**src/logic/vu_insn_fifo.sv**
```systemverilog
// First-word-fall-through FIFO with parameterized depth and stored type
`timescale 1ns/1ps

module vu_insn_fifo #(
  parameter int unsigned DEPTH = 2,
  parameter type         dtype = logic
) (
  input  logic clk_i,
  input  logic reset_i,
  input  logic push_i,
  input  dtype data_i,
  input  logic pop_i,
  output dtype data_o,
  output logic full_o,
  output logic empty_o
);

  localparam int unsigned PtrW = (DEPTH > 1) ? $clog2(DEPTH) : 1;

  typedef logic [PtrW-1:0] ptr_t;
  typedef logic [PtrW:0]   cnt_t;

  dtype mem_q [DEPTH];
  ptr_t rd_ptr_q;
  ptr_t wr_ptr_q;
  cnt_t count_q;
  logic do_push;
  logic do_pop;

  assign full_o  = (count_q == cnt_t'(DEPTH));
  assign empty_o = (count_q == '0);
  assign do_push = push_i && !full_o;
  assign do_pop  = pop_i && !empty_o;
  // Head entry is always on the output
  assign data_o  = mem_q[rd_ptr_q];

  always_ff @(posedge clk_i) begin
    if (reset_i) begin
      rd_ptr_q <= '0;
      wr_ptr_q <= '0;
      count_q  <= '0;
    end else begin
      if (do_push) begin
        wr_ptr_q <= (wr_ptr_q == ptr_t'(DEPTH - 1)) ? '0 : wr_ptr_q + 1'b1;
      end
      if (do_pop) begin
        rd_ptr_q <= (rd_ptr_q == ptr_t'(DEPTH - 1)) ? '0 : rd_ptr_q + 1'b1;
      end
      count_q <= count_q + cnt_t'(do_push) - cnt_t'(do_pop);
    end
  end

  always_ff @(posedge clk_i) begin
    if (do_push) begin
      mem_q[wr_ptr_q] <= data_i;
    end
  end

endmodule

```
**config.mk**
```make
export PLATFORM = sky130hd
export DESIGN_NAME = vu_insn_fifo
export DESIGN_NICKNAME = d
export VERILOG_FILES = /design/src/logic/vu_insn_fifo.sv
export SDC_FILE = /design/constraint.sdc
export NUM_CORES = 1
export LEC_CHECK = 0
export ABC_CLOCK_PERIOD_IN_PS = 3530
export BUFFER_PORTS_ARGS = -buffer_cell sky130_fd_sc_hd__buf_2
export CAP_MARGIN = 20
export CORE_AREA = 2 2 39 41
export DETAILED_ROUTE_END_ITERATION = 7
export DIE_AREA = 0 0 41 43
export PLACE_DENSITY = 0.52
export SYNTH_ARGS = -nofsm -noshare
export SYNTH_HDL_FRONTEND = slang
export SYNTH_SLANG_ARGS = --single-unit
```
**constraint.sdc**
```tcl
create_clock -name clk_i -period 3.53 [get_ports clk_i]
set_input_delay 0.353 -clock clk_i [delete_from_list [all_inputs] [get_ports clk_i]]
set_output_delay 0.353 -clock clk_i [all_outputs]
set_load 0.01 [all_outputs]
```
# After elaboration in Yosys (flattened, before gate mapping)
# Memories as Yosys holds them, arrays and structs flattened. A register that Yosys moved wholly into a read port is not among the register bits.
# Cells that the tools add are included.
classes:
  addsub: 4
  eq_ne: 1
  n_mux: 6
  reduce_logical: 5
ops:
  columns: ["cell", "count"]
  rows:
  - ["1-bit two-way mux", 6]
  - ["1-bit adder (second input constant)", 2]
  - ["2-bit by 1-bit adder with 2-bit output", 1]
  - ["2-bit equality test (second input constant)", 1]
  - ["1-bit logical AND", 2]
  - ["1-bit zero test", 2]
  - ["2-bit zero test", 1]
  - ["2-bit by 1-bit subtractor with 2-bit output", 1]
totals:
  ff_bits: 4
  mem_bits_rw: 2
  in_bits: 5
  output_inout_bits: 3
  word_cells: 20
  memories: 1
mem_list:
  columns: ["memory", "words", "word_bits", "rd", "rd_ports_with_merged_regs", "write_ports", "line_no", "text"]
  rows:
  - ["mem_q", 2, 1, 1, 1, 1, "23", "dtype mem_q [DEPTH];"]

# Logic depth before layout (Yosys ltp)
logic_depth:
  depth_word: 5
  depth_mapped: 8
  ltp_nobuf: 8

# Worst setup path after synthesis
# OpenSTA, ideal clock, no wires.
synth_path:
  path_kind: "register to register"
  from: "register count_q[1]"
  to: "register count_q[1]"
  setup_time_ns: 0.078
  arrival_time_ns: 1.384
  t_required_ns: 3.452
  path_slack_ns: 2.068
  path_stages_with_launch: 8
  path_buffers: 0
  synth_period_minus_slack_ns: 1.462
  path_cell_list: "dfxtp_1 -> o21a_1 -> ha_1 -> inv_1 -> ha_1 -> xor2_1 -> and2_1 -> nor3_1"
synth_between:
  word_cells_on_any_way: 8
  cone_classes: "2 x add/sub; 1 x eq/ne; 5 x reduce/logical"
synth_rtl:
  columns: ["element", "line_no", "text"]
  rows:
  - ["start, declared", "26", "cnt_t count_q;"]
  - ["start signal, assigned", "49", "count_q <= count_q + cnt_t'(do_push) - cnt_t'(do_pop);"]
  - ["2-bit zero test", "31", "assign empty_o = (count_q == '0);"]
  - ["1-bit zero test", "33", "assign do_pop = pop_i && !empty_o;"]
  - ["1-bit logical AND", "33", null]
  - ["named net do_pop", "28", "logic do_pop;"]
  - ["2-bit by 1-bit subtractor with 2-bit output", "49", null]
# The timed path passes the listed nets, and every way through them passes these cells.
# A chain may end at the register's enable or synchronous reset.

# Worst setup path in the final report
layout_path:
  from: "register count_q[0]"
  to: "register count_q[1]"
layout_between:
  elab_chain_len: 5
  word_cells_on_any_way: 8
  cone_classes: "2 x add/sub; 1 x eq/ne; 5 x reduce/logical"
layout_lines:
  columns: ["element", "line_no", "text"]
  rows:
  - ["2-bit equality test", "30", "assign full_o = (count_q == cnt_t'(DEPTH));"]
  - ["1-bit zero test", "32", "assign do_push = push_i && !full_o;"]
  - ["1-bit logical AND", "32", null]
  - ["2-bit by 1-bit adder with 2-bit output", "49", null]
  - ["2-bit by 1-bit subtractor with 2-bit output *", "49", null]
# Mark *: on every way between the ends. The rest lies on a longest branch, timed or not.

==> results.rst <==
.. list-table::
   :header-rows: 1

   * - Metric
     - Value
   * - Worst IR Drop VDD
     - 0.145 mV
   * - Portion of the post-synthesis area used by sequential elements
     - 52.5%
   * - Number of distinct library cell variants in the gate-level netlist after synthesis
     - 19
   * - Number of instances in the synthesized netlist
     - 30
   * - Slew at the pin with the worst max-slew slack
     - 191 ps
   * - Remaining number of nets flagged by the antenna check after routing
     - 0
   * - Setup repair after global routing missed its margin
     - no
   * - Area post-placement
     - 360 um2
   * - Status
     - finished clean
   * - Die height
     - 43 um
   * - Multi-input logic area
     - 130 um2
   * - Pin count of the biggest net entering global routing
     - 6
   * - Final setup TNS
     - 0 ps
   * - Total number of clock tree sinks
     - 7
   * - Start-to-end type of the worst setup path
     - reg -> reg
   * - List of most frequent post-synthesis cells
     - sky130_fd_sc_hd__dfxtp_1 (5), sky130_fd_sc_hd__nor2_1 (4), sky130_fd_sc_hd__inv_1 (3)
   * - Area leader, netlist
     - sky130_fd_sc_hd__dfxtp_1
   * - Clock tree root driver cell
     - sky130_fd_sc_hd__clkbuf_4
   * - Area share of the largest cell type after synthesis
     - 32.8%
   * - Combined area of all synthesized cells
     - 305 um2
   * - Diodes inserted
     - 0
   * - Mean number of vias per cell
     - 3.98
   * - Std cell rows
     - 14
   * - Number of resized instances in the post-cts repair step
     - 0
   * - Pwr per Cell Area
     - 796 nW/um2
   * - Clock latency of the later-clocked register in the worst-skew pair
     - 250 ps
   * - Highest-delay cell along the critical path
     - sky130_fd_sc_hd__dfxtp_1
   * - Post-CTS Setup Inserts
     - 0
   * - Class of the tightest hold or removal check
     - in -> reg
   * - Fmax achieved
     - 645 MHz
   * - Ratio of cells with drive above 1 in the final layout
     - 34.1%
   * - Tcrit/Tclk final
     - 43.9%
   * - Worst path top cell family by delay
     - simple AND/OR/NAND/NOR gates
   * - CP Capture Type
     - flop
   * - TritonCTS clock tree
     - yes
   * - Sequential Area
     - 160 um2
   * - Final Non-Filler Cells
     - 57
   * - Max-capacitance violation count
     - 0
   * - Top cells by area in the synthesized netlist
     - sky130_fd_sc_hd__dfxtp_1 (33%), sky130_fd_sc_hd__edfxtp_1 (20%), sky130_fd_sc_hd__ha_1 (8.2%)
   * - Violation count after the first detailed-route iteration
     - 3
   * - Total number of H-tree levels
     - 1
   * - Total routing usage reported by global routing
     - 6.54%
   * - Placed Cells
     - 53
   * - Port Buffer Count
     - 7
   * - WP data required
     - 3710 ps
   * - DP Wirelength
     - 366 um
   * - Post-route standard cell area excluding fillers
     - 387 um2
   * - Drc violations
     - 0
   * - Via count of the first global-routing pass
     - 208
   * - Standard cell core area
     - 1380 um2
   * - Post-synth EDFFs
     - 2
   * - Synthesized area per cell
     - 10.2 um2
   * - Crit-path most repeated cell
     - sky130_fd_sc_hd__ha_1
   * - Quantity of hold-fixing buffers added after cts
     - 0
   * - Syn_nets
     - 37
   * - Critical path peak fanout
     - 4
   * - Routed length per instance
     - 7.89 um
   * - Routed wire length
     - 450 um
   * - Floorplan die area
     - 1760 um2
   * - Cell breakdown of the critical path
     - nand2b_2 -> nand2_1 -> ha_1 -> inv_1 -> ha_1 -> xor2_1 -> and2_1 -> nor3_1
   * - Dominant cell by count in the synthesized netlist
     - sky130_fd_sc_hd__dfxtp_1
   * - Total via count after detailed routing
     - 227
   * - Total of fill cells in the finished design
     - 156
   * - CP Data Arrival Time
     - 1730 ps
   * - Clock Skew
     - 5.50 ps
   * - Remaining Overflow, GRT
     - 0
   * - Max-slew violation count
     - 0
   * - Synthesis-stage register bit count
     - 7
   * - Buffers from clock root to sink, at most
     - 2
   * - Starting density of the core
     - 22.1%
   * - Final Setup Violations
     - 0
   * - Post-layout minimum cycle time
     - 1550 ps
   * - Predominant post-synthesis flop cell
     - sky130_fd_sc_hd__dfxtp_1
   * - Area delta synth->final
     - 26.6%
   * - Number of iterations in the first detailed-routing pass
     - 2
   * - Die Width
     - 41 um
   * - Slew HR
     - 87.2%
   * - Yosys synthesis warning count
     - 0
   * - Final count of hold timing violations
     - 0
   * - Leakage
     - 0.189 nW
   * - Total CTS buffers
     - 3
   * - Async set or reset register ratio after synthesis
     - 0%
   * - Crit path largest cell delay
     - 370 ps
   * - Buffering stage count on the worst path with inverters included
     - 1
   * - Clock-pin slew on the worst setup and hold paths
     - 60 ps
   * - Global-route wire length before repair
     - 738 um
   * - Number of placed I/O pins
     - 8
   * - Post-layout nets
     - 49
   * - Routability congestion estimate from global placement
     - 0.683
   * - Antenna violations before repair
     - 0
   * - Startpoint type of the worst setup path
     - flop
## cell usage in the layout, fill, tap and decap left out
| cell | instances |
|---|---|
| sky130_fd_sc_hd__buf_2 | 7 |
| sky130_fd_sc_hd__dfxtp_1 | 5 |
| sky130_fd_sc_hd__nor2_1 | 4 |
| sky130_fd_sc_hd__inv_1 | 3 |
| sky130_fd_sc_hd__clkbuf_4 | 3 |
| sky130_fd_sc_hd__ha_1 | 2 |
| sky130_fd_sc_hd__edfxtp_1 | 2 |
| sky130_fd_sc_hd__o21a_1 | 1 |
| sky130_fd_sc_hd__nand2b_2 | 1 |
| sky130_fd_sc_hd__inv_2 | 1 |
| sky130_fd_sc_hd__mux2_2 | 1 |
| sky130_fd_sc_hd__nand2_1 | 1 |
| sky130_fd_sc_hd__and3_2 | 1 |
| sky130_fd_sc_hd__or3_1 | 1 |
| sky130_fd_sc_hd__xnor2_1 | 1 |
| sky130_fd_sc_hd__o21ai_0 | 1 |
| sky130_fd_sc_hd__a21oi_1 | 1 |
| sky130_fd_sc_hd__xor2_1 | 1 |
| sky130_fd_sc_hd__and2_1 | 1 |
| sky130_fd_sc_hd__nor3_1 | 1 |
| sky130_fd_sc_hd__nor2b_1 | 1 |
| sky130_fd_sc_hd__clkbuf_1 | 1 |
## metal layers
layer / track usage (%) / wire, um
met5: 0 / 0
met2: 9.06 / 197
met3: 3.14 / 34
met4: 6.00 / 0
met1: 6.80 / 218
## cell families after synthesis
kind of cell / count (synthesis) / synth area share [%]
and+or+nand+nor: 11 / 19.3
DFF: 7 / 52.5
buffers and inverters: 4 / 4.92
AOI/OAI and AO/OA: 3 / 5.74
xor gates and xnor gates: 2 / 5.74
adders and majority gates: 2 / 8.20
muxes: 1 / 3.69
## cell type report
class	instances	share of cell area, %
Tap cell	16	5.18
Clock buffer	4	6.80
Sequential cell	7	41.4
Timing Repair Buffer	7	9.06
Multi-Input combinational cell	19	33.7
Inverter	4	3.88
## path summary, 6_finish.rpt
path	slack, ps	startpoint	endpoint	cells after the start
setup reg to reg	1980	count_q[0]	count_q[1]	8
setup / recovery	1980	count_q[0]	count_q[1]	8
hold reg to reg	480	wr_ptr_q	wr_ptr_q	2
hold / removal	290	data_i	mem_q[1]	1
## power by group
group	switching, W	internal, W	total, W
registers	0.0000162	0.000109	0.000125
logic	0.0000530	0.0000552	0.000108
clock network	0.0000312	0.0000433	0.0000745
total	0.000100	0.000207	0.000308
## worst register-to-register path: cells and delay by family (launching register included)
kind	cells	cell delay (ps)
flops	1	370
fa+ha+maj	2	440
buf+inv	1	40
xor+xnor	1	140
simple gates	4	480
## metrics by stage
| step | hold slack (ps) | power [W] | setup WS, ps | util, % |
|---|---|---|---|---|
| 2_1_floorplan | 422 | 0.000206 | 2070 | - |
| 4_1_cts | 285 | 0.000314 | 1950 | 27.9 |
| 6_report | 293 | 0.000308 | 1980 | 27.9 |
| 3_5_place_dp | 480 | 0.000238 | 1960 | 26.0 |
| 3_3_place_gp | 485 | 0.000236 | 1980 | 26.0 |
| 5_1_grt | 292 | 0.000338 | 1820 | 27.9 |
No activity file was read; power rests on OpenSTA's default activity.
