[src/logic/vu_consts.svh]
// Lane count, element and register sizes, FIFO depth and RVV field encodings
`ifndef VU_CONSTS_SVH
`define VU_CONSTS_SVH

// Machine shape
`define VU_NR_LANES    2
`define VU_ELEM_W      32
`define VU_VLMAX       8
`define VU_NR_VREGS    32
`define VU_FIFO_DEPTH  4

// Major opcode and funct3 groups
`define VU_OPC_OPV     7'b1010111
`define VU_F3_OPIVV    3'b000
`define VU_F3_OPIVI    3'b011
`define VU_F3_OPMVV    3'b010
`define VU_F3_OPCFG    3'b111

// funct6 codes of the kept operations
`define VU_F6_ADD      6'b000000
`define VU_F6_SUB      6'b000010
`define VU_F6_AND      6'b001001
`define VU_F6_OR       6'b001010
`define VU_F6_XOR      6'b001011
`define VU_F6_MV       6'b010111
`define VU_F6_VID      6'b010100
`define VU_VID_VS1     5'b10001

`endif

[src/logic/vu_pkg.sv]
// Element and index typedefs, operation and FSM enums, decoded instruction and lane request structs
`include "vu_consts.svh"

package vu_pkg;

  // Widths with a meaning of their own
  typedef logic [`VU_ELEM_W-1:0]                          elem_t;
  typedef logic [$clog2(`VU_NR_VREGS)-1:0]                vreg_t;
  // Holds 0 up to VLMAX inclusive
  typedef logic [$clog2(`VU_VLMAX):0]                     vl_t;
  typedef logic [$clog2(`VU_VLMAX)-1:0]                   elem_idx_t;
  typedef logic [$clog2(`VU_VLMAX / `VU_NR_LANES)-1:0]    lane_elem_t;
  typedef logic [31:0]                                    insn_t;
  typedef logic [4:0]                                     imm_t;

  typedef enum logic [3:0] {
    OP_ADD,
    OP_SUB,
    OP_AND,
    OP_OR,
    OP_XOR,
    OP_ADDI,
    OP_MVI,
    OP_VID,
    OP_SETVL
  } vu_op_e;

  typedef enum logic [1:0] {
    SEQ_IDLE,
    SEQ_ISSUE,
    SEQ_WAIT
  } seq_state_e;

  typedef enum logic {
    LANE_IDLE,
    LANE_RUN
  } lane_state_e;

  // Pre-decoded word as stored in the FIFO, imm is the uimm for OP_SETVL
  typedef struct packed {
    vu_op_e op;
    vreg_t  vd;
    vreg_t  vs1;
    vreg_t  vs2;
    imm_t   imm;
  } vu_insn_t;

  // Broadcast to every lane
  typedef struct packed {
    vu_op_e op;
    vreg_t  vd;
    vreg_t  vs1;
    vreg_t  vs2;
    imm_t   imm;
    vl_t    vl;
  } lane_req_t;

endpackage

[src/logic/vu_issue_decoder.sv]
// Combinational pre-decoder that checks an issued word and builds the decoded instruction
`timescale 1ns/1ps
`include "vu_consts.svh"

module vu_issue_decoder (
  input  logic             issue_valid_i,
  input  vu_pkg::insn_t    issue_instr_i,
  input  logic             fifo_full_i,
  output logic             issue_accept_o,
  output logic             push_o,
  output vu_pkg::vu_insn_t insn_o
);

  import vu_pkg::*;

  logic [6:0] opcode;
  logic [2:0] funct3;
  logic [5:0] funct6;
  logic       vm;
  vreg_t      vs1_f;
  vreg_t      vs2_f;
  logic       legal;
  vu_op_e     op;

  // RVV field positions
  assign opcode = issue_instr_i[6:0];
  assign funct3 = issue_instr_i[14:12];
  assign funct6 = issue_instr_i[31:26];
  assign vm     = issue_instr_i[25];
  assign vs1_f  = issue_instr_i[19:15];
  assign vs2_f  = issue_instr_i[24:20];

  always_comb begin
    legal = 1'b0;
    op    = OP_ADD;
    if (opcode == `VU_OPC_OPV) begin
      case (funct3)
        `VU_F3_OPIVV: begin
          legal = vm;
          case (funct6)
            `VU_F6_ADD: op = OP_ADD;
            `VU_F6_SUB: op = OP_SUB;
            `VU_F6_AND: op = OP_AND;
            `VU_F6_OR:  op = OP_OR;
            `VU_F6_XOR: op = OP_XOR;
            default:    legal = 1'b0;
          endcase
        end
        `VU_F3_OPIVI: begin
          legal = vm;
          case (funct6)
            `VU_F6_ADD: op = OP_ADDI;
            // vmv.v.i needs vs2 cleared
            `VU_F6_MV: begin
              op    = OP_MVI;
              legal = vm && (vs2_f == '0);
            end
            default:    legal = 1'b0;
          endcase
        end
        `VU_F3_OPMVV: begin
          op    = OP_VID;
          legal = vm && (funct6 == `VU_F6_VID) && (vs1_f == `VU_VID_VS1) && (vs2_f == '0);
        end
        // Only the vsetivli flavour of the config group
        `VU_F3_OPCFG: begin
          op    = OP_SETVL;
          legal = (issue_instr_i[31:30] == 2'b11);
        end
        default: legal = 1'b0;
      endcase
    end
  end

  assign issue_accept_o = legal && !fifo_full_i;
  assign push_o         = issue_valid_i && issue_accept_o;

  assign insn_o = '{
    op:  op,
    vd:  issue_instr_i[11:7],
    vs1: vs1_f,
    vs2: vs2_f,
    imm: issue_instr_i[19:15]
  };

endmodule

[config.mk]
export PLATFORM = sky130hd
export DESIGN_NAME = vu_issue_decoder
export DESIGN_NICKNAME = d
export VERILOG_FILES = /design/src/logic/vu_pkg.sv /design/src/logic/vu_issue_decoder.sv
export VERILOG_INCLUDE_DIRS = /design/src /design/src/logic
export SDC_FILE = /design/constraint.sdc
export NUM_CORES = 1
export LEC_CHECK = 0
export ABC_AREA = 0
export BUFFER_PORTS_ARGS = -buffer_cell sky130_fd_sc_hd__buf_4
export CAP_MARGIN = 30
export CORE_AREA = 4 4 44 46
export DETAILED_ROUTE_END_ITERATION = 7
export DIE_AREA = 0 0 48 50
export GPL_TIMING_DRIVEN = 0
export PLACE_DENSITY = 0.88
export SYNTH_ARGS = -nofsm -noshare
export SYNTH_HDL_FRONTEND = slang
export SYNTH_SLANG_ARGS = --single-unit
export TNS_END_PERCENT = 100
[constraint.sdc]
create_clock -name vclk -period 1
set_clock_uncertainty 0.1 [all_clocks]
set_input_delay 0.1 -clock vclk [all_inputs]
set_output_delay 0.1 -clock vclk [all_outputs]
set_load 0.05 [all_outputs]
# Yosys cells after proc, flatten, opt, wreduce, memory -nomap -nowiden
# Cells that the tools add are included.
[classes]
n_addsub = 0
multipliers = 0
div_mod_pow = 0
order_cmp = 0
eq_ne = 12
shift = 0
muxes = 8
bitwise = 0
reduce_logical = 11
[op_table]
columns = ["op", "n"]
rows = [
  ["$eq A6 B4 Y1 const B", 3],
  ["$pmux W4 S4", 1],
  ["$eq A6 B5 Y1 const B", 2],
  ["$pmux W3 S4", 1],
  ["$eq A7 B7 Y1 const B", 1],
  ["$eq A3 B2 Y1 const B", 2],
  ["$eq A6 B2 Y1 const B", 1],
  ["$logic_and A1 B1 Y1", 6],
  ["$logic_not A6 Y1", 1],
  ["$pmux W3 S2", 1],
  ["$eq A5 B5 Y1 const B", 1],
  ["$logic_not A5 Y1", 1],
  ["$reduce_or A5 Y1", 1],
  ["$mux W4", 1],
  ["$pmux W1 S4", 1],
  ["$eq A3 B3 Y1 const B", 1],
  ["$logic_not A3 Y1", 1],
  ["$eq A2 B2 Y1 const B", 1],
  ["$mux W1", 2],
  ["$pmux W1 S2", 1],
  ["$logic_not A1 Y1", 1],
]
[word_totals]
regBits = 0
latchBits = 0
ram_bits = 0
rom_bits = 0
inputBits = 34
wordCells = 31
mem_count = 0

# Depth between registers and ports, before layout
# Gate-level depths: netlist of the first run.
[logic_depth]
depth_word = 8
ltp_mapped = 4
mapped_depth_nobuf = 4

# Worst setup path after synthesis of the first run
# Ideal clock, no wire load.
[synth_path]
path_type = "input to output"
startpoint = "input port issue_instr_i[5]"
endpoint = "output port issue_accept_o"
arrival_time_ps = 1979
required_ps = 800
setup_slack_ps = -1179
path_stages = 4
cell_sequence = "nand4b_1 > nor4bb_1 > o21ai_1 > a311oi_1"
[synth_between]
elab_chain_cells = 3
[synth_rtl]
columns = ["element", "line", "rtl"]
rows = [
  ["start: declaration", "vu_issue_decoder.sv:7", "input vu_pkg::insn_t issue_instr_i,"],
  ["$eq A7 B7 Y1 (no source line)", "n/a", ""],
  ["$mux W1", "vu_issue_decoder.sv:36", "if (opcode == `VU_OPC_OPV) begin"],
  ["$logic_and A1 B1 Y1", "vu_issue_decoder.sv:75", "assign issue_accept_o = legal && !fifo_full_i;"],
  ["end: declaration", "vu_issue_decoder.sv:9", "output logic issue_accept_o,"],
]
# No other way between the ends.

# Worst setup path after layout of the first run
[layout_path]
startpoint = "input port issue_instr_i[20]"
endpoint = "output port issue_accept_o"
[layout_between]
elab_chain_cells = 6
[layout_rtl]
columns = ["element", "line", "rtl"]
rows = [
  ["$logic_not A5 Y1 (*)", "vu_issue_decoder.sv:56, vu_issue_decoder.sv:63", ""],
  ["$logic_and A1 B1 Y1", "vu_issue_decoder.sv:56", "legal = vm && (vs2_f == '0);"],
  ["$pmux W1 S2", "vu_issue_decoder.sv:51", "case (funct6)"],
  ["$pmux W1 S4 (*)", "vu_issue_decoder.sv:37", "case (funct3)"],
  ["$mux W1 (*)", "vu_issue_decoder.sv:36", ""],
  ["$logic_and A1 B1 Y1 (*)", "vu_issue_decoder.sv:75", ""],
]
# Mark *: on every way between the ends. The rest lies on a longest branch, timed or not.

==> impl_metrics.ini, run 1 <==
[sta]
fin_tns_setup_ps = -2930
hold_viol_final = 0
drv_slew = 0
rsz0062_at_grt = true
fin_crit_sh_pct = 168
slew_headroom_pct = 68.1
final.setup.worst_slack_ps = -683
tightest_slew_ps = 479
period_minus_slack_ps = 1680
max_clock_freq_mhz = 594
setup_viol = 6

[synth]
synthesis.nets = 93
synth.top_cell.area_share_pct = 33.6
synth.avg_cell_area_um2 = 7.57
yosys.area.top_type = buf_4
synth_warnings = 0
syn_area_um2 = 447
yosys-top-cells-area = buf_4, a2111oi_4, a21oi_1
ys_types = 27
synthCells = 59
ys_seq_area_share_pct = 0

[floorplan]
rows = 14
pin_count = 60
die-height_um = 50
start_util_pct = 29.7
fp.dieArea_um2 = 2400
die-width_um = 48
core_area_um2 = 1510

[power]
ir_drop_uv = 217
comb_power_share_pct = 100.0
swShare_pct = 55.6
internal-power_w = 0.000212
p_leak_nw = 0.497
power_density_nw_per_um2 = 468
power_frac_clock_pct = 0
seq_power_share_pct = 0
p_switching_w = 0.000265

[drt]
wl_per_cell_um = 16.3
viasPerCell = 5.01
vias = 651
drc = 0
wl_um = 2120
drtAntennaViolNets = 0
initialDrtViolationCount = 9
dr.pass1.iters = 4

[finish]
seqCellArea_um2 = 0
stdcell_count = 130
syn2layout_area_growth_pct = 128
final_area_um2 = 1020
antenna_cells = 0
clkbuf_count = 0
final_nets = 150
drive_gt1_share_pct = 80.7
multi_input_area_um2 = 393
fillers = 126
seq_cell_count = 0

[critical_path]
end_kind = output port
crit_fanout = 2
path_class = primary input to output port
required_ps = 800
arrival_ps = 1480
worstSetupStartpointType = primary input

[hold_path]
hp-class = primary input to output port
min_path_cells = 2

[global_route]
grt_max_degree = 7
grt_pass1_wl_um = 2730
track_usage_pct = 14.6
grt-ovfl-total = 0
grt_pass1_vias = 636
antenna_found_initial = 0

[run]
drv_cap = 0

[place]
numPortBuffers = 55
dpl_cell_area_um2 = 941
gp_congestion = 0.747
hpwl_um = 1580
dp.cells = 130

[clock_network]
post_cts_buffers = 0

[run_status]
violations = setup timing
run_status = complete, but fails checks
==> layout make-up <==
cell class | count | share of cell area, %
Inverter | 1 | 0.369
Multi-Input combinational cell | 38 | 38.6
Timing Repair Buffer | 55 | 44.3
Buffer | 20 | 14.8
Tap cell | 16 | 1.97
==> per-layer routing <==
metal / track usage, % / vias to the layer above / routed length, um
met4: 0 / 0 / 0
met1: 14.5 / 288 / 630
met2: 31.3 / 46 / 1190
met3: 1.09 / 0 / 296
li1: - / 317 / -
met5: 0 / - / 0
==> path summary, 6_finish.rpt <==
path | to | start | slack [ps]
max | issue_accept_o | issue_instr_i[20] | -680
min | insn_o[19] | issue_instr_i[11] | 360
==> metrics by stage <==
step                worst slack, ps  power, W  hold slack (ps)  util [%]
CTS                            -587  0.000466              357      65.9
finish                         -683  0.000477              355      67.5
global placement               -592  0.000447              355      62.5
global route                   -741  0.000501              365      67.5
floorplan                      -524  0.000264              168         -
detailed placement             -638  0.000455              357      62.5
==> cells in the final DEF (no fill, tap or decap) <==
| cell type | count |
|---|---|
| buf_8 | 1 |
| nand2_1 | 2 |
| nor4b_2 | 1 |
| xor2_1 | 1 |
| and3_4 | 1 |
| nor4_4 | 1 |
| nor3_1 | 1 |
| and3b_2 | 1 |
| nor3b_2 | 1 |
| and4b_1 | 2 |
| o21ai_2 | 2 |
| a21oi_1 | 1 |
| and4_1 | 1 |
| nor2_4 | 1 |
| and2_4 | 1 |
| a21oi_2 | 3 |
| a31o_1 | 1 |
| buf_6 | 8 |
| nor4bb_4 | 1 |
| o21ai_1 | 1 |
| a311oi_4 | 2 |
| a2111oi_4 | 1 |
| inv_1 | 1 |
| nand4b_1 | 1 |
| nor2_1 | 2 |
| and4bb_1 | 1 |
| nand2b_1 | 1 |
| nand4_1 | 3 |
| o211ai_2 | 1 |
| buf_4 | 66 |
| nor2b_1 | 2 |
| nor4_1 | 1 |
==> power groups by stage <==
stage | Sequential [W] | Combinational, W | Clock [W]
6_report | 0 | 0.000477 | 0
5_1_grt | 0 | 0.000501 | 0
4_1_cts | 0 | 0.000466 | 0
3_5_place_dp | 0 | 0.000455 | 0
3_3_place_gp | 0 | 0.000447 | 0
2_1_floorplan | 0 | 0.000264 | 0
==> Yosys cell counts (all sizes together) <==
cell,instances
buf,20
a21oi,4
nand4,3
nor2,3
o21ai,3
a311oi,2
and4b,2
nand2,2
nor2b,2
nor4,2
a2111oi,1
a31o,1
and2,1
and3,1
and3b,1
and4,1
and4bb,1
inv,1
nand2b,1
nand4b,1
nor3,1
nor3b,1
nor4b,1
nor4bb,1
o211ai,1
xor2,1
==> cells by family after synthesis <==
logic type / count (synthesis) / share of synthesized area [%]
AOI/OAI and AO/OA: 12 / 22.7
xor gates and xnor gates: 1 / 1.96
buffers and inverters: 21 / 34.5
and+or+nand+nor: 25 / 40.9
==> critical path, stage by stage <==
cell,delay (ps)
buf_4,110
nor4_1,290
and4b_1,270
o21ai_2,120
a311oi_4,380
buf_6,210
==> repair_timing <==
item / in CTS / in global routing
hold buffers: 0 / 0
gates resized for setup: 12 / 4
setup endpoints to repair: 6 / 6
gates cloned: 0 / 0
hold endpoints to repair: 0 / 0
pin swaps: 5 / 3
Note: power is estimated with default switching activity, not from simulation.
==> run 2, diff against run 1 <==
- CORE_AREA: 4 4 44 46 -> 4 4 42 44
- DIE_AREA: 0 0 48 50 -> 0 0 46 48
- GPL_TIMING_DRIVEN: 0 -> not set
- PLACE_DENSITY: 0.88 -> 0.92
- clock period: 1 -> 1.6 ns (I/O delays scaled with it)
==> run 2 against run 1 <==
The run still ends with setup timing left. Routed wire length fell by 24%. Final cell count down 15%. Sequential share of layout area stayed put. Via count shrank 8.6%. Count of clock-buffer cells in the layout is the same. Critical path depth unchanged. Hold slack got worse by 140 ps. Non-clock buffer count is 19 lower. First-iteration DRC count grew 78%. Power shrank 53%. Combinational power is 53% lower. Critical endpoint is now push_o.
==> impl_metrics.ini, run 2 (synthesized netlist as in run 1, its figures left out) <==
[finish]
antenna_cells = 0
finish.utilization_pct = 54.7
drive_gt1_share_pct = 70.5
clkbuf_count = 0
seqCellArea_um2 = 0
final_nets = 131
final_common_cell = buf_4
syn2layout_area_growth_pct = 75.9
seq_cell_count = 0
stdcell_count = 111
final_cell_mix = buf_4, a21oi_1, nand4_1, buf_6

[drt]
drc = 0
initialDrtViolationCount = 16
dr.pass1.iters = 4
drtAntennaViolNets = 0
wl_um = 1620
wl_per_cell_um = 14.6
vias = 595
viasPerCell = 5.36

[critical_path]
cp_slowest_stage_delay_ps = 360
required_ps = 1340
cpMostUsedCell = buf_6
crit_family = simple AND/OR/NAND/NOR gates
end_kind = output port
arrival_ps = 1420
crit_fanout = 5
worstPathCellList = buf_6 -> nand4b_1 -> nor4bb_4 -> o21ai_2 -> a311oi_2 -> buf_6
worstSetupStartpointType = primary input
path_class = primary input to output port
crit_slowest_cell = nor4bb_4
critPathBufInv = 2

[power]
seq_power_share_pct = 0
swShare_pct = 56.3
p_total_w = 0.000226
p_switching_w = 0.000127
power_density_nw_per_um2 = 288
internal-power_w = 0.0000987
power_frac_clock_pct = 0
p_leak_nw = 0.379
comb_power_share_pct = 100.0
ir_drop_uv = 108

[clock_network]
post_cts_buffers = 0

[sta]
slew_headroom_pct = 72.2
fin_crit_sh_pct = 105
tightest_slew_ps = 414
holdWs_ps = 220
period_minus_slack_ps = 1680
setup_viol = 5
final.setup.worst_slack_ps = -78.6
drv_slew = 0
fin_tns_setup_ps = -221
max_clock_freq_mhz = 596
hold_viol_final = 0
rsz0062_at_grt = true

[floorplan]
fp.dieArea_um2 = 2210
start_util_pct = 31.1
die-height_um = 48
pin_count = 60
die-width_um = 46
rows = 14
core_area_um2 = 1440

[global_route]
track_usage_pct = 12.6
grt_max_degree = 7
antenna_found_initial = 0
grt_pass1_vias = 589
grt-ovfl-total = 0
grt_pass1_wl_um = 2190

[run_status]
run_status = complete, but fails checks
violations = setup timing

[place]
gp_congestion = 0.736
hpwl_um = 1360
numPortBuffers = 50
dp.cells = 111

[run]
drv_cap = 0

[hold_path]
hp-class = primary input to output port
[run 2: cell count changes in the layout (fill, tap and decap cells not counted), moves of 2 or more]
cell	previous run	this run
a21oi_1	1	4
a21oi_2	3	0
a311oi_2	0	2
a311oi_4	2	0
buf_4	66	53
buf_6	8	3
[run 2: final cells by class]
class	count	area (um^2)
inverters	1	3.75
repair buffers	56	432
multi-input cells	38	330
fillers	139	651
well taps	16	20.0
[run 2: worst paths after layout]
kind	from	end	slack (ps)	depth (start not counted)
worst max-delay path	issue_instr_i[5]	push_o	-80	6
worst min-delay path	issue_instr_i[9]	insn_o[17]	220	0
[run 2: power by group through the flow]
stage / clock network (W) / logic [W] / registers [W]
detailed placement: 0 / 0.000220 / 0
CTS: 0 / 0.000222 / 0
finish: 0 / 0.000226 / 0
global route: 0 / 0.000238 / 0
floorplan: 0 / 0.000162 / 0
global placement: 0 / 0.000216 / 0
[run 2: per-stage QoR]
stage,worst slack [ps],area [um^2]
floorplan,-254,459
global placement,-91.0,749
detailed placement,-140,749
CTS,-38.6,771
global route,-165,786
finish,-78.6,786
[run 2: routing by layer]
metal  GRT usage (%)  up-vias  wire, um
met5               0        -         0
met4            1.70        0        15
met3            4.89        2       278
met2            27.7       39       865
met1            10.4      271       460
li1                -      283         -
[run 2: repair_timing]
| action | 4_1_cts | 5_1_grt |
|---|---|---|
| setup endpoints to repair | 5 | 5 |
| gates resized for setup | 5 | 2 |
| hold buffers | 0 | 0 |
| pin swaps | 3 | 1 |
==> run 3, diff against run 2 <==
- CORE_AREA: 4 4 42 44 -> 4 4 44 46
- DIE_AREA: 0 0 46 48 -> 0 0 48 50
- PLACE_DENSITY: 0.92 -> 0.88
- clock period: 1.6 -> 1.5 ns (I/O delays scaled with it)
==> run 3 against run 2 <==
Largest cell class unchanged. Final cell count grew 8.1%. Global-route usage increased by 3.5 points. Via count increased by 6.7%. Worst setup slack lost 110 ps. Count of clock-buffer cells in the layout unchanged. Power increased by 17%. The flow still finishes with violations (setup timing). Critical path depth did not move. Flip-flop and latch count unchanged. Sequential share of layout area unchanged. Highest routed layer unchanged. Die area is 8.7% higher.
==> impl_metrics.ini, run 3 (synthesized netlist as in run 1, its figures left out) <==
[power]
p_switching_w = 0.000145
p_leak_nw = 0.447
seq_power_share_pct = 0
swShare_pct = 54.9
ir_drop_uv = 156
power_frac_clock_pct = 0
comb_power_share_pct = 100.0
power_density_nw_per_um2 = 289
internal-power_w = 0.000119

[place]
place_ws_ps = -277
dpl_cell_area_um2 = 865
gp_congestion = 0.796
hpwl_um = 1650
numPortBuffers = 50

[sta]
max_clock_freq_mhz = 593
final.setup.worst_slack_ps = -186
drv_slew = 0
rsz0062_at_grt = true
period_minus_slack_ps = 1690
setup_viol = 5
slew_headroom_pct = 73.2
hold_viol_final = 0
fin_crit_sh_pct = 112
tightest_slew_ps = 398

[finish]
syn2layout_area_growth_pct = 104
seq_cell_count = 0
clkbuf_count = 0
drive_gt1_share_pct = 76.9
final_cell_mix = buf_4, buf_6, nand4_1, a21oi_2
antenna_cells = 0
final_area_um2 = 913
final_nets = 140
seqCellArea_um2 = 0
final_common_cell = buf_4

[global_route]
grtUsageMet3_pct = 2.91
grt_max_degree = 6
grt-ovfl-total = 0
grt_pass1_wl_um = 2980
track_usage_pct = 16.1
grt_busiest_layer = met2
grt_use_met2_pct = 32.4
antenna_found_initial = 0
grt_pass1_vias = 728
grt_use_met1_pct = 14.3

[drt]
dr.pass1.iters = 4
viasPerCell = 5.29
wl_per_cell_um = 16.0
initialDrtViolationCount = 7
vias = 635
drtAntennaViolNets = 0
wl_um = 1920
drc = 0

[run]
drv_cap = 0

[floorplan]
fp.dieArea_um2 = 2400
rows = 14
pin_count = 60
die-width_um = 48
core_area_um2 = 1510
start_util_pct = 29.7
die-height_um = 50

[critical_path]
required_ps = 1250
arrival_ps = 1440
crit_fanout = 5
worstSetupStartpointType = primary input
path_class = primary input to output port
end_kind = output port

[clock_network]
hold_buffers = 0
post_cts_buffers = 0

[run_status]
violations = setup timing
run_status = complete, but fails checks

[hold_path]
hp-class = primary input to output port
## run 3: cell types whose count changed in the layout (fill, tap and decap cells not counted)
cell,previous run,this run
buf_4,53,58
buf_6,3,7
a21oi_1,4,1
a21oi_2,0,3
a311oi_2,2,0
a311oi_4,0,2
o21ai_1,2,1
o21ai_4,0,1
## run 3: final timing paths
check | from | to | cells past startpoint
min | issue_instr_i[7] | insn_o[15] | 0
max | issue_instr_i[5] | issue_accept_o | 6
## run 3: through the flow
stage,hold slack [ps],util (%),total power (W),TNS [ps],cells
after global placement,200,57.4,0.000250,-487,120
after global routing,200,60.6,0.000279,-897,120
after detailed placement,200,57.4,0.000257,-1060,120
final,200,60.6,0.000264,-615,120
after floorplan,268,-,0.000176,-392,59
after CTS,200,60.4,0.000262,-626,120
## run 3: what timing repair did
item	CTS	global route
pin swaps	0	1
setup endpoints to repair	5	6
gates resized for setup	9	1
## run 3: per-layer routing
metal,up-vias,wire length [um]
met3,6,257
met1,290,553
met5,-,0
met4,0,68
li1,299,-
met2,40,1040
## run 3: power groups by stage
stage	combinational, W	sequential, W	clock, W
2_1_floorplan	0.000176	0	0
3_3_place_gp	0.000250	0	0
3_5_place_dp	0.000257	0	0
4_1_cts	0.000262	0	0
5_1_grt	0.000279	0	0
6_report	0.000264	0	0
## run 3: critical path, stage by stage
cell	delay [ps]
buf_6	90
nand4b_1	200
nor4bb_4	390
o21ai_4	170
a311oi_4	240
buf_6	200
## run 3: layout make-up
| cell class | count | area [um^2] |
|---|---|---|
| fill | 125 | 593 |
| timing repair buffer | 65 | 514 |
| multi-input combinational | 38 | 375 |
| tap | 16 | 20.0 |
| inverter | 1 | 3.75 |
