===== config.mk =====
export PLATFORM = sky130hd
export DESIGN_NAME = vu_sequencer
export DESIGN_NICKNAME = d
export VERILOG_FILES = /design/src/logic/vu_pkg.sv /design/src/logic/vu_sequencer.sv
export VERILOG_INCLUDE_DIRS = /design/src /design/src/logic
export SDC_FILE = /design/constraint.sdc
export NUM_CORES = 1
export LEC_CHECK = 0
export BUFFER_PORTS_ARGS = -buffer_cell sky130_fd_sc_hd__buf_4
export CAP_MARGIN = 20
export CORE_MARGIN = 8
export CORE_UTILIZATION = 40
export DETAILED_ROUTE_END_ITERATION = 7
export PLACE_DENSITY = 0.7
export SLEW_MARGIN = 20
export SYNTH_ARGS = -nofsm -noshare
export SYNTH_HDL_FRONTEND = slang
export SYNTH_SLANG_ARGS = --single-unit

===== constraint.sdc =====
create_clock -name clk_i -period 3.1 [get_ports clk_i]
set_input_delay 0.465 -clock clk_i [delete_from_list [all_inputs] [get_ports clk_i]]
set_output_delay 0.465 -clock clk_i [all_outputs]
set_load 0.02 [all_outputs]

===== src/logic/vu_consts.svh =====
// Lane count, element and register sizes, FIFO depth and RVV field encodings
`ifndef VU_CONSTS_SVH
`define VU_CONSTS_SVH

// Machine shape
`define VU_NR_LANES    2
`define VU_ELEM_W      32
`define VU_VLMAX       8
`define VU_NR_VREGS    32
`define VU_FIFO_DEPTH  4

// Major opcode and funct3 groups
`define VU_OPC_OPV     7'b1010111
`define VU_F3_OPIVV    3'b000
`define VU_F3_OPIVI    3'b011
`define VU_F3_OPMVV    3'b010
`define VU_F3_OPCFG    3'b111

// funct6 codes of the kept operations
`define VU_F6_ADD      6'b000000
`define VU_F6_SUB      6'b000010
`define VU_F6_AND      6'b001001
`define VU_F6_OR       6'b001010
`define VU_F6_XOR      6'b001011
`define VU_F6_MV       6'b010111
`define VU_F6_VID      6'b010100
`define VU_VID_VS1     5'b10001

`endif


===== src/logic/vu_pkg.sv =====
// Element and index typedefs, operation and FSM enums, decoded instruction and lane request structs
`include "vu_consts.svh"

package vu_pkg;

  // Widths with a meaning of their own
  typedef logic [`VU_ELEM_W-1:0]                          elem_t;
  typedef logic [$clog2(`VU_NR_VREGS)-1:0]                vreg_t;
  // Holds 0 up to VLMAX inclusive
  typedef logic [$clog2(`VU_VLMAX):0]                     vl_t;
  typedef logic [$clog2(`VU_VLMAX)-1:0]                   elem_idx_t;
  typedef logic [$clog2(`VU_VLMAX / `VU_NR_LANES)-1:0]    lane_elem_t;
  typedef logic [31:0]                                    insn_t;
  typedef logic [4:0]                                     imm_t;

  typedef enum logic [3:0] {
    OP_ADD,
    OP_SUB,
    OP_AND,
    OP_OR,
    OP_XOR,
    OP_ADDI,
    OP_MVI,
    OP_VID,
    OP_SETVL
  } vu_op_e;

  typedef enum logic [1:0] {
    SEQ_IDLE,
    SEQ_ISSUE,
    SEQ_WAIT
  } seq_state_e;

  typedef enum logic {
    LANE_IDLE,
    LANE_RUN
  } lane_state_e;

  // Pre-decoded word as stored in the FIFO, imm is the uimm for OP_SETVL
  typedef struct packed {
    vu_op_e op;
    vreg_t  vd;
    vreg_t  vs1;
    vreg_t  vs2;
    imm_t   imm;
  } vu_insn_t;

  // Broadcast to every lane
  typedef struct packed {
    vu_op_e op;
    vreg_t  vd;
    vreg_t  vs1;
    vreg_t  vs2;
    imm_t   imm;
    vl_t    vl;
  } lane_req_t;

endpackage


===== src/logic/vu_sequencer.sv =====
// Sequencer holding vl, running vsetivli and broadcasting lane requests until all lanes finish
`timescale 1ns/1ps
`include "vu_consts.svh"

module vu_sequencer (
  input  logic                    clk_i,
  input  logic                    reset_i,
  input  vu_pkg::vu_insn_t        insn_i,
  input  logic                    empty_i,
  output logic                    pop_o,
  output vu_pkg::lane_req_t       lane_req_o,
  output logic                    lane_req_valid_o,
  input  logic [`VU_NR_LANES-1:0] lane_done_i,
  output logic                    idle_o
);

  import vu_pkg::*;

  seq_state_e              state_q;
  vl_t                     vl_q;
  vl_t                     setvl_val;
  logic [`VU_NR_LANES-1:0] done_q;
  logic [`VU_NR_LANES-1:0] done_seen;
  lane_req_t               req_q;
  logic                    is_setvl;

  ////////////////////////////////////////////////////////////
  // Pop and vl update
  ////////////////////////////////////////////////////////////

  assign pop_o    = (state_q == SEQ_IDLE) && !empty_i;
  assign is_setvl = (insn_i.op == OP_SETVL);

  // Requested uimm, clamped to VLMAX
  always_comb begin
    if (insn_i.imm > imm_t'(`VU_VLMAX)) begin
      setvl_val = vl_t'(`VU_VLMAX);
    end else begin
      setvl_val = vl_t'(insn_i.imm);
    end
  end

  // Lanes done so far, this cycle included
  assign done_seen = done_q | lane_done_i;

  ////////////////////////////////////////////////////////////
  // Control FSM
  ////////////////////////////////////////////////////////////

  always_ff @(posedge clk_i) begin
    if (reset_i) begin
      state_q <= SEQ_IDLE;
      vl_q    <= vl_t'(`VU_VLMAX);
      done_q  <= '0;
    end else begin
      case (state_q)
        SEQ_IDLE: begin
          if (pop_o) begin
            if (is_setvl) begin
              vl_q <= setvl_val;
            end else begin
              state_q <= SEQ_ISSUE;
              done_q  <= '0;
            end
          end
        end
        // One cycle of request broadcast
        SEQ_ISSUE: begin
          state_q <= SEQ_WAIT;
          done_q  <= done_seen;
        end
        SEQ_WAIT: begin
          done_q <= done_seen;
          if (&done_seen) begin
            state_q <= SEQ_IDLE;
          end
        end
        default: state_q <= SEQ_IDLE;
      endcase
    end
  end

  // Request payload, taken with the current vl
  always_ff @(posedge clk_i) begin
    if (pop_o && !is_setvl) begin
      req_q <= '{
        op:  insn_i.op,
        vd:  insn_i.vd,
        vs1: insn_i.vs1,
        vs2: insn_i.vs2,
        imm: insn_i.imm,
        vl:  vl_q
      };
    end
  end

  assign lane_req_o       = req_q;
  assign lane_req_valid_o = (state_q == SEQ_ISSUE);
  assign idle_o           = (state_q == SEQ_IDLE);

endmodule


Word-level counts from Yosys, hierarchy flattened
Index checks and enable logic that the tools add are counted.

cells by class
  muxes and demuxes = 8
  $lt $le $gt $ge = 1
  equality and inequality tests = 6
  $add $sub $neg = 0
  bitwise logic cells = 1
  div/mod/pow operators = 0
  multipliers = 0
  reductions and logical operators = 11
  shift-type cells = 0

operator list
  operator                                                              number
  2-bit 2-to-1 mux                                                      5
  3-bit AND reduction                                                   3
  2-bit != test, second input constant                                  3
  2-bit one-hot mux with 3 select lines                                 1
  5-bit by 4-bit > comparator with 1-bit output, second input constant  1
  4-bit == test, second input constant                                  1
  4-bit 2-to-1 mux                                                      1
  2-bit one-hot mux with 2 select lines                                 1
  2-bit by 1-bit == test with 1-bit output, second input constant       1
  2-bit == test, second input constant                                  1
  1-bit logical AND                                                     2
  1-bit zero test                                                       2
  2-bit zero test                                                       1
  2-bit bitwise OR                                                      1
  2-bit AND reduction                                                   1
  2-bit nonzero test                                                    1
  2-bit OR reduction                                                    1

word-level totals
  input port bits = 29
  memories kept = 0
  latch bits = 0
  RAM bits = 0
  register bits after elaboration = 36
  ROM bits = 0
  word-level logic and storage cells = 36

Logic depth before layout (Yosys ltp)
Gate-level depths: netlist (run 1).

  word-level depth = 4
  mapped depth = 7

Worst setup path before layout (run 1)
OpenSTA, ideal clock, no wires.

  path type = register -> register
  from = register state_q[0]
  to = register req_q (netlist bit lane_req_o[0]), enable pin
  arrival = 2066 ps
  stages on the path, launching flop included = 5
  clock period less this slack = 2479 ps
  buffers on the path = 0
  setup time = 413 ps
  slack = 621 ps
  required time = 2687 ps
  cells stage by stage = dfxtp_1 -> inv_1 -> ha_1 -> nand2b_4 -> nor2_1

on the way
  cells in the longest elaborated chain, start to end = 3

RTL lines
  element                 line                RTL
  from (decl)             vu_sequencer.sv:19  seq_state_e state_q;
  from (signal assigned)  vu_sequencer.sv:52  state_q <= SEQ_IDLE;
  from (signal assigned)  vu_sequencer.sv:62  state_q <= SEQ_ISSUE;
  from (signal assigned)  vu_sequencer.sv:69  state_q <= SEQ_WAIT;
  2-bit zero test         n/a
  net idle_o              vu_sequencer.sv:14  output logic idle_o
  1-bit logical AND       vu_sequencer.sv:31  assign pop_o = (state_q == SEQ_IDLE) && !empty_i;
  1-bit logical AND       vu_sequencer.sv:85  if (pop_o && !is_setvl) begin
  to (signal assigned)    vu_sequencer.sv:86  req_q <= '{
  to (decl)               vu_sequencer.sv:24  lane_req_t req_q;

The timed path passes the listed nets, and every way through them passes these cells.
A chain may end at the register's enable or synchronous reset.

Final worst setup path (run 1)
  from = register state_q[0]
  to = register req_q (netlist bit lane_req_o[14]), enable pin

on the way
  cells in the longest elaborated chain, start to end = 3

RTL lines
  element            line
  2-bit zero test    vu_sequencer.sv:31
  1-bit logical AND  vu_sequencer.sv:31
  1-bit logical AND  vu_sequencer.sv:85

No other way between the ends.

==> results of run 1 <==
==> metrics by stage <==
stage               hold WS (ns)  area, sq um  worst slack, ns  instances
floorplan                 0.4081         1281           0.6206         74
global placement          0.4160         1785            1.203        177
detailed placement        0.4315         1785            1.144        177
CTS                       0.2772         1866            1.099        185
global route              0.2645         1866            1.018        185
finish                    0.3006         1866            1.157        185
==> final timing paths <==
kind	slack, ns	to	from	cells after the start
worst max register to register	1.16	lane_req_o[14]	state_q[0]	5
worst min-delay path	0.30	lane_req_o[20]	insn_i[16]	1
worst min register to register	0.45	lane_req_o[2]	vl_q[2]	0
worst max-delay path	1.16	lane_req_o[14]	state_q[0]	5
==> sequential cells by signal, summed over array words and instances (netlist names) <==
register    flops
done_q          2
lane_req_o     28
state_q         2
vl_q            4
==> placed cells by master (no fill, tap or decap) <==
cell	count
nor2_2	1
dfxtp_1	8
nand3_1	3
nor4b_4	1
o22ai_1	1
edfxtp_1	28
or3_2	1
nand2_1	4
clkbuf_4	5
inv_1	3
nand4b_1	2
a211o_1	1
bufinv_16	1
clkinv_2	1
and2_2	1
a21oi_1	3
nor2_1	4
and2_4	1
clkinvlp_4	1
ha_1	4
buf_4	60
nand2_2	1
o21ai_2	1
nand2b_4	1
a32oi_1	2
o31ai_2	2
==> area by class of cell <==
type	instances	share of cell area [%]
multi-input cells	34	14.35
clock buffers	5	2.012
repair buffers	60	24.14
clock inverters	3	2.280
inverters	3	0.6036
flip-flops and latches	36	53.66
well taps	44	2.951
==> power by group through the flow <==
stage                     clock network (W)  registers [W]  logic [W]
final                              0.000321       0.000655   0.000447
after global routing               0.000352       0.000665   0.000480
after CTS                          0.000334       0.000657   0.000454
after detailed placement                  0       0.000668   0.000450
after global placement                    0       0.000664   0.000443
after floorplan                           0       0.000752   0.000172
==> kinds of logic after synthesis <==
| family | share of synthesized area, % |
|---|---|
| DFF | 78.12 |
| and+or+nand+nor | 10.45 |
| AOI/OAI and AO/OA | 6.348 |
| buffers and inverters | 1.172 |
| adders and majority gates | 3.906 |
==> per-layer routing <==
| layer | global-route usage, % | vias up |
|---|---|---|
| li1 | - | 408 |
| met1 | 10.13 | 402 |
| met4 | 3.333 | 0 |
| met2 | 18.19 | 49 |
| met3 | 7.280 | 2 |
| met5 | 0 | - |
==> impl_metrics.yaml, run 1 <==
run_status:
  run_status: "complete, no violations"
grt:
  grt_max_degree: 17
  grt_pass1_wl_mm: 4.264
  grt.total_usage_pct: 10.72
  grt.overflow.total: 0
  grt_pass1_vias: 919
  antenna_found_initial: 0
final_layout:
  seq_area_sq_um: 1001
  drive_above_1_share_pct: 55.32
  syn2layout_area_growth_pct: 45.61
  multi_input_area_sq_um: 267.8
  fill_cells: 245
  antenna_cells: 0
  final_util_pct: 61.11
  finalNetCount: 173
timing:
  tns_ns: 0
  worstMarginPinSlew_ns: 0.5947
  finalMaxSlewViolations: 0
  rsz0062_at_grt: "no"
  finalCriticalPeriod_ns: 1.943
  final.setup_skew_ns: 0.01087
  relSlewSlack_pct: 60.31
  hold_viol: 0
  period_share_pct: 62.69
  fmax_mhz: 514.6
  setup_violations: 0
synth:
  ys_seq_area_share_pct: 78.13
  synth_area_leaders: "edfxtp_1, dfxtp_1, ha_1, o31ai_2, nor4b_4"
  yosysWarnings: 0
  synth_top_area_share_pct: 65.63
  synthTopCellsByCount: "edfxtp_1, dfxtp_1, nor2_1"
  synthesis.area_sq_um: 1281
  async_flop_share_pct: 0
  syn-num-nets: 107
  synth-main-ff-cell: "edfxtp_1"
  synth_seq_cells: 36
  ys_types: 21
  syn_area_per_cell_sq_um: 17.31
  synth_edf_count: 28
  synth_most_common_cell: "edfxtp_1"
  syn_inst: 74
  yosys.area.top_type: "edfxtp_1"
cts:
  cts-resized-gates: 0
  htree_levels: 2
  cts.clk_slew.worst_paths_ns: 0.11
  clk_latency_ns: 0.34
  cts.sinks: 36
  tritoncts: "done"
  clk_root_buffer_cell: "clkbuf_4"
  cts_hold_buffers: 0
  clockBufferDepth: 2
  cts_buffers: 5
  post_cts_buffers: 0
setup_path:
  arrival_ns: 1.98
  endpoint_kind: "register"
  cp.required_ns: 3.14
  critPathBufInv: 2
  crit_slowest_cell: "nor2_2"
  critPathTopFamily: "simple AND/OR/NAND/NOR gates"
  worstSetupPathType: "reg -> reg"
  crit_fanout: 16
  crit_chain: "inv_1 -> ha_1 -> nand2b_4 -> nor2_2 -> buf_4"
  crit_path_max_incr_delay_ns: 0.48
  worstSetupStartpointType: "register"
place:
  dpl.hpwl_mm: 2.163
  io_buffer_count: 59
  gp_congestion: 0.6678
drt:
  routed_wirelength_mm: 2.765
  drc: 0
  highest_layer: "met4"
  wl_met2_mm: 1.299
  vias: 861
  drt_first_pass_iters: 4
  drtIter0Drc: 72
  wl_per_cell_um: 14.95
  drt-met1-wl_mm: 1.075
  vias_per_cell: 4.654
  dr_wl_met3_um: 364
  ant_nets: 0
die:
  die_x_um: 72.60
  coreArea_sq_um: 3053
  ioPinCount: 60
  die-area_sq_um: 5270
  start_util_pct: 41.97
  die_y_um: 72.60
  rows: 20
power_and_ir_drop:
  p_int_w: 0.0009802
  power.leakage_nw: 0.7596
  switching_power_w: 0.0004428
  power_frac_clock_pct: 22.5
  power.share.switching_pct: 31.12
  power_w: 0.001423
  vdd_drop_max_uv: 415.2
  p_seq_share_pct: 46.0
  p_comb_share_pct: 31.4
  power_density_nw_per_um2: 762.8
hold_path:
  hold_class: "in -> reg"
flow_run:
  cap_violations: 0
Power figures use the tool's default switching activity.
==> run 2, diff against run 1 <==
==> constraint.sdc (replaced) <==
create_clock -name clk_i -period 1.8 [get_ports clk_i]
set_input_delay 0.27 -clock clk_i [delete_from_list [all_inputs] [get_ports clk_i]]
set_output_delay 0.27 -clock clk_i [all_outputs]
set_load 0.02 [all_outputs]
==> run 2 against run 1 <==
Non-clock buffer count is the same. Critical path depth is the same. Sequential power grew 73%. First-iteration DRC count shrank 36%. Global-route usage grew 0.15 points. Clock power grew 72%. Die area is the same. Sequential share of layout area shrank 0.50 points. Final cell count is the same. Worst setup slack lost 1.0 ns. Via count shrank 1.0%.
==> impl_metrics.yaml, run 2 (synthesis gave the netlist of run 1 again) <==
cts:
  cts_buffers: 5
  cts.sinks: 36
  cts_hold_buffers: 0
  cts.clk_slew.worst_paths_ns: 0.11
  post_cts_buffers: 0
  clk_root_buffer_cell: "clkbuf_4"
  clk_latency_ns: 0.33
  clockBufferDepth: 2
  cts-resized-gates: 0
  tritoncts: "done"
  htree_levels: 2
die:
  die_y_um: 72.60
  rows: 20
  die-area_sq_um: 5270
  coreArea_sq_um: 3053
  die_x_um: 72.60
  start_util_pct: 41.97
  ioPinCount: 60
hold_path:
  hold_class: "in -> reg"
drt:
  drtIter0Drc: 46
  routed_wirelength_mm: 2.823
  wl_per_cell_um: 15.26
  vias_per_cell: 4.605
  drt_first_pass_iters: 4
  vias: 852
  drc: 0
  ant_nets: 0
timing:
  hold_viol: 0
  period_share_pct: 93.81
  finalMaxSlewViolations: 0
  tns_ns: 0
  final.setup_skew_ns: 0.004123
  relSlewSlack_pct: 69.59
  fmax_mhz: 592.2
  rsz0062_at_grt: "no"
  worstMarginPinSlew_ns: 0.4542
  setup_ws_ns: 0.1115
  setup_violations: 0
  finalCriticalPeriod_ns: 1.688
place:
  place_ws_ns: 0.1733
  dpl.hpwl_mm: 2.220
  gp_congestion: 0.7241
  dp_cells: 177
  place_area_sq_um: 1803
  io_buffer_count: 59
grt:
  grt.total_usage_pct: 10.87
  grt.overflow.total: 0
  grt_pass1_wl_mm: 4.243
  grt_max_degree: 29
  antenna_found_initial: 0
  grt_pass1_vias: 907
run_status:
  run_status: "complete, no violations"
setup_path:
  timing.critical_path.mode_cell: "inv_1"
  crit_fanout: 4
  worstSetupStartpointType: "register"
  crit_chain: "inv_1 -> ha_1 -> nand2b_4 -> inv_1 -> buf_4"
  critPathBufInv: 3
  critPathTopFamily: "buffers and inverters"
  worstSetupPathType: "reg -> out"
  endpoint_kind: "output port"
  crit_slowest_cell: "dfxtp_1"
  crit_path_max_incr_delay_ns: 0.33
  arrival_ns: 1.42
  cp.required_ns: 1.53
final_layout:
  final_util_pct: 61.68
  finalNetCount: 173
  largest_reg_flops: 28
  final_cell_area_sq_um: 1883
  final_common_cell: "buf_4"
  final_cell_mix: "buf_4, edfxtp_1, dfxtp_1"
  syn2layout_area_growth_pct: 46.97
  drive_above_1_share_pct: 55.32
  finalNonFillerCells: 185
  antenna_cells: 0
power_and_ir_drop:
  vdd_drop_max_uv: 709.2
  power.leakage_nw: 0.7645
  power_density_nw_per_um2: 1317
flow_run:
  cap_violations: 0
-- run 2: changes by cell type in the layout (fill, tap and decap cells not counted) --
cell    change
nor2_4      +1
nor2_2      -1
buf_4       -1
buf_12      +1
-- run 2: per-layer routing --
layer,GRT usage (%),vias up,routed length [um]
met4,4.667,0,8
li1,-,409,-
met5,0,-,0
met3,6.319,2,362
met2,17.50,52,1363
met1,11.23,389,1088
-- run 2: layout make-up --
cell class                      instances  area, sq um
Inverter                                3        11.26
Multi-Input combinational cell         34        272.8
Timing Repair Buffer                   60        462.9
Clock buffer                            5        37.54
Tap cell                               44        55.05
Sequential cell                        36         1001
Fill cell                             255         1170
Clock inverter                          3        42.54
-- run 2: final timing paths --
| check | start | to | slack (ns) | depth (start not counted) |
|---|---|---|---|---|
| setup / recovery | state_q[0] | pop_o | 0.11 | 5 |
| hold / removal | insn_i[12] | lane_req_o[16] | 0.11 | 1 |
| hold reg to reg | vl_q[0] | lane_req_o[0] | 0.44 | 0 |
| setup reg to reg | state_q[0] | done_q[0] | 0.16 | 6 |
-- run 2: report_power, final --
part           internal, W  switching (W)  leakage (nW)  total [W]
sequential         0.00108      0.0000462         0.330    0.00113
clock             0.000290       0.000262        0.0412   0.000552
combinational     0.000338       0.000464         0.394   0.000802
total              0.00171       0.000772         0.765    0.00248
-- run 2: through the flow --
step           total power (W)  hold WS, ns
6_report              0.002481       0.1089
2_1_floorplan         0.001595       0.3689
3_3_place_gp          0.001932       0.4146
3_5_place_dp          0.001957       0.4190
4_1_cts               0.002514      0.08120
5_1_grt               0.002606      0.06769
==> run 3, diff against run 2 <==
--- a/config.mk
+++ b/config.mk
@@ -11,7 +11,7 @@
 export CORE_MARGIN = 8
 export CORE_UTILIZATION = 40
 export DETAILED_ROUTE_END_ITERATION = 7
-export PLACE_DENSITY = 0.7
+export PLACE_DENSITY = 0.74
 export SLEW_MARGIN = 20
 export SYNTH_ARGS = -nofsm -noshare
 export SYNTH_HDL_FRONTEND = slang
==> run 3 against run 2 <==
Count of clock-buffer cells in the layout is the same. Final area is the same. Non-clock buffer count is the same. Core utilization is the same. Maximum frequency shrank 0.30%. Via count grew 1.2%. Critical path depth is the same. Global-route usage shrank 0.39 points. Final cell count is the same. Power grew 0.32%. First-iteration DRC count shrank 35%. Register-to-register slack gained 0.03 ns. Critical path type unchanged. Critical endpoint unchanged. Highest routed layer unchanged.
==> impl_metrics.yaml, run 3 (synthesis gave the netlist of run 1 again) <==
run_status:
  run_status: "complete, no violations"
timing:
  period_share_pct: 94.09
  finalCriticalPeriod_ns: 1.694
  tns_ns: 0
  fmax_mhz: 590.5
  setup_violations: 0
  final.setup_skew_ns: 0.01035
  hold_viol: 0
  finalMaxSlewViolations: 0
  relSlewSlack_pct: 68.33
  worstMarginPinSlew_ns: 0.4731
  rsz0062_at_grt: "no"
cts:
  tritoncts: "done"
  cts_buffers: 5
  htree_levels: 2
  cts.clk_slew.worst_paths_ns: 0.11
  cts.sinks: 36
  clk_root_buffer_cell: "clkbuf_4"
  cts-resized-gates: 0
  cts_hold_buffers: 0
  post_cts_buffers: 0
  clk_latency_ns: 0.33
  clockBufferDepth: 2
drt:
  ant_nets: 0
  vias: 862
  drtIter0Drc: 30
  drt_first_pass_iters: 4
  vias_per_cell: 4.659
  routed_wirelength_mm: 2.868
  wl_per_cell_um: 15.50
  drc: 0
setup_path:
  worstSetupStartpointType: "register"
  critPathBufInv: 3
  timing.critical_path.mode_cell: "inv_1"
  rrSetupSlack_ns: 0.19
  arrival_ns: 1.42
  crit_fanout: 4
  worstSetupPathType: "reg -> out"
  r2r_cells: 6
  crit_chain: "inv_1 -> ha_1 -> nand2b_4 -> inv_1 -> buf_4"
  reg2reg_to: "done_q[0]"
  endpoint_kind: "output port"
  critPathTopFamily: "buffers and inverters"
  crit_path_max_incr_delay_ns: 0.33
  cp.required_ns: 1.53
  crit_slowest_cell: "dfxtp_1"
  r2r_start: "state_q[1]"
final_layout:
  final_common_cell: "buf_4"
  syn2layout_area_growth_pct: 46.97
  final_cell_area_sq_um: 1883
  finalNetCount: 173
  antenna_cells: 0
  final_cell_mix: "buf_4, edfxtp_1, dfxtp_1"
  largest_reg_flops: 28
  drive_above_1_share_pct: 55.32
grt:
  grt_pass1_vias: 933
  grt_pass1_wl_mm: 4.243
  grt.total_usage_pct: 10.48
  grt.overflow.total: 0
  grt_max_degree: 29
  antenna_found_initial: 0
die:
  die_y_um: 72.60
  coreArea_sq_um: 3053
  ioPinCount: 60
  die_x_um: 72.60
  start_util_pct: 41.97
  die-area_sq_um: 5270
  rows: 20
hold_path:
  worstHoldStart: "insn_i[11]"
  hold_end: "lane_req_o[15]"
  hold_class: "in -> reg"
  hold_depth: 1
place:
  dpl.hpwl_mm: 2.296
  io_buffer_count: 59
  place_area_sq_um: 1803
  gp_congestion: 0.7161
power_and_ir_drop:
  power.leakage_nw: 0.7645
  vdd_drop_max_uv: 641.4
  power_density_nw_per_um2: 1322
flow_run:
  cap_violations: 0
run 3: cell counts in the layout (fill, tap and decap cells not counted):
Identical to the previous run, type by type.
run 3: worst register-to-register path, delay by kind of cell, from the launching register on:
kind	cells	cell delay (ns)
DFF	1	0.33
and+or+nand+nor	3	0.61
AOI/OAI and AO/OA	1	0.16
adders and majority gates	1	0.29
buffers and inverters	1	0.13
run 3: cell type report:
type | instances | area [sq um]
tap | 44 | 55.05
clock inverter | 3 | 42.54
fill | 257 | 1170
timing repair buffer | 60 | 462.9
sequential | 36 | 1001
inverter | 3 | 11.26
clock buffer | 5 | 37.54
multi-input combinational | 34 | 272.8
run 3: how the worst max path moves through the flow:
stage	startpoint	endpoint	slack, ns	cells past startpoint
floorplan	state_q[0]	lane_req_o[0]	0.08	4
global placement	state_q[0]	done_q[1]	0.28	6
detailed placement	state_q[1]	done_q[0]	0.19	6
CTS	state_q[1]	pop_o	0.09	5
global route	state_q[0]	pop_o	0.02	5
finish	state_q[1]	pop_o	0.11	5
run 3: per-stage QoR:
step / util (%) / power (W) / hold slack, ns / cells / setup slack, ns
6_report: 61.68 / 0.002489 / 0.1108 / 185 / 0.1065
5_1_grt: 61.68 / 0.002601 / 0.08346 / 185 / 0.01696
4_1_cts: 61.68 / 0.002515 / 0.09477 / 185 / 0.08892
3_5_place_dp: 59.06 / 0.001963 / 0.4224 / 177 / 0.1861
3_3_place_gp: 59.06 / 0.001928 / 0.4204 / 177 / 0.2767
2_1_floorplan: - / 0.001595 / 0.3689 / 74 / 0.07761
run 3: power by group:
part / switching (W) / leakage, nW / internal, W
clock: 0.000265 / 0.0412 / 0.000290
combinational: 0.000468 / 0.394 / 0.000339
sequential: 0.0000454 / 0.330 / 0.00108
total: 0.000779 / 0.765 / 0.00171
run 3: metal layers:
layer	GRT usage (%)	vias to the layer above	wire [um]	share of wire [%]
li1	-	410	-	-
met1	10.19	392	1127	39
met2	18.39	56	1395	49
met3	4.945	4	313	11
met4	4.667	0	32	1.1
met5	0	-	0	0
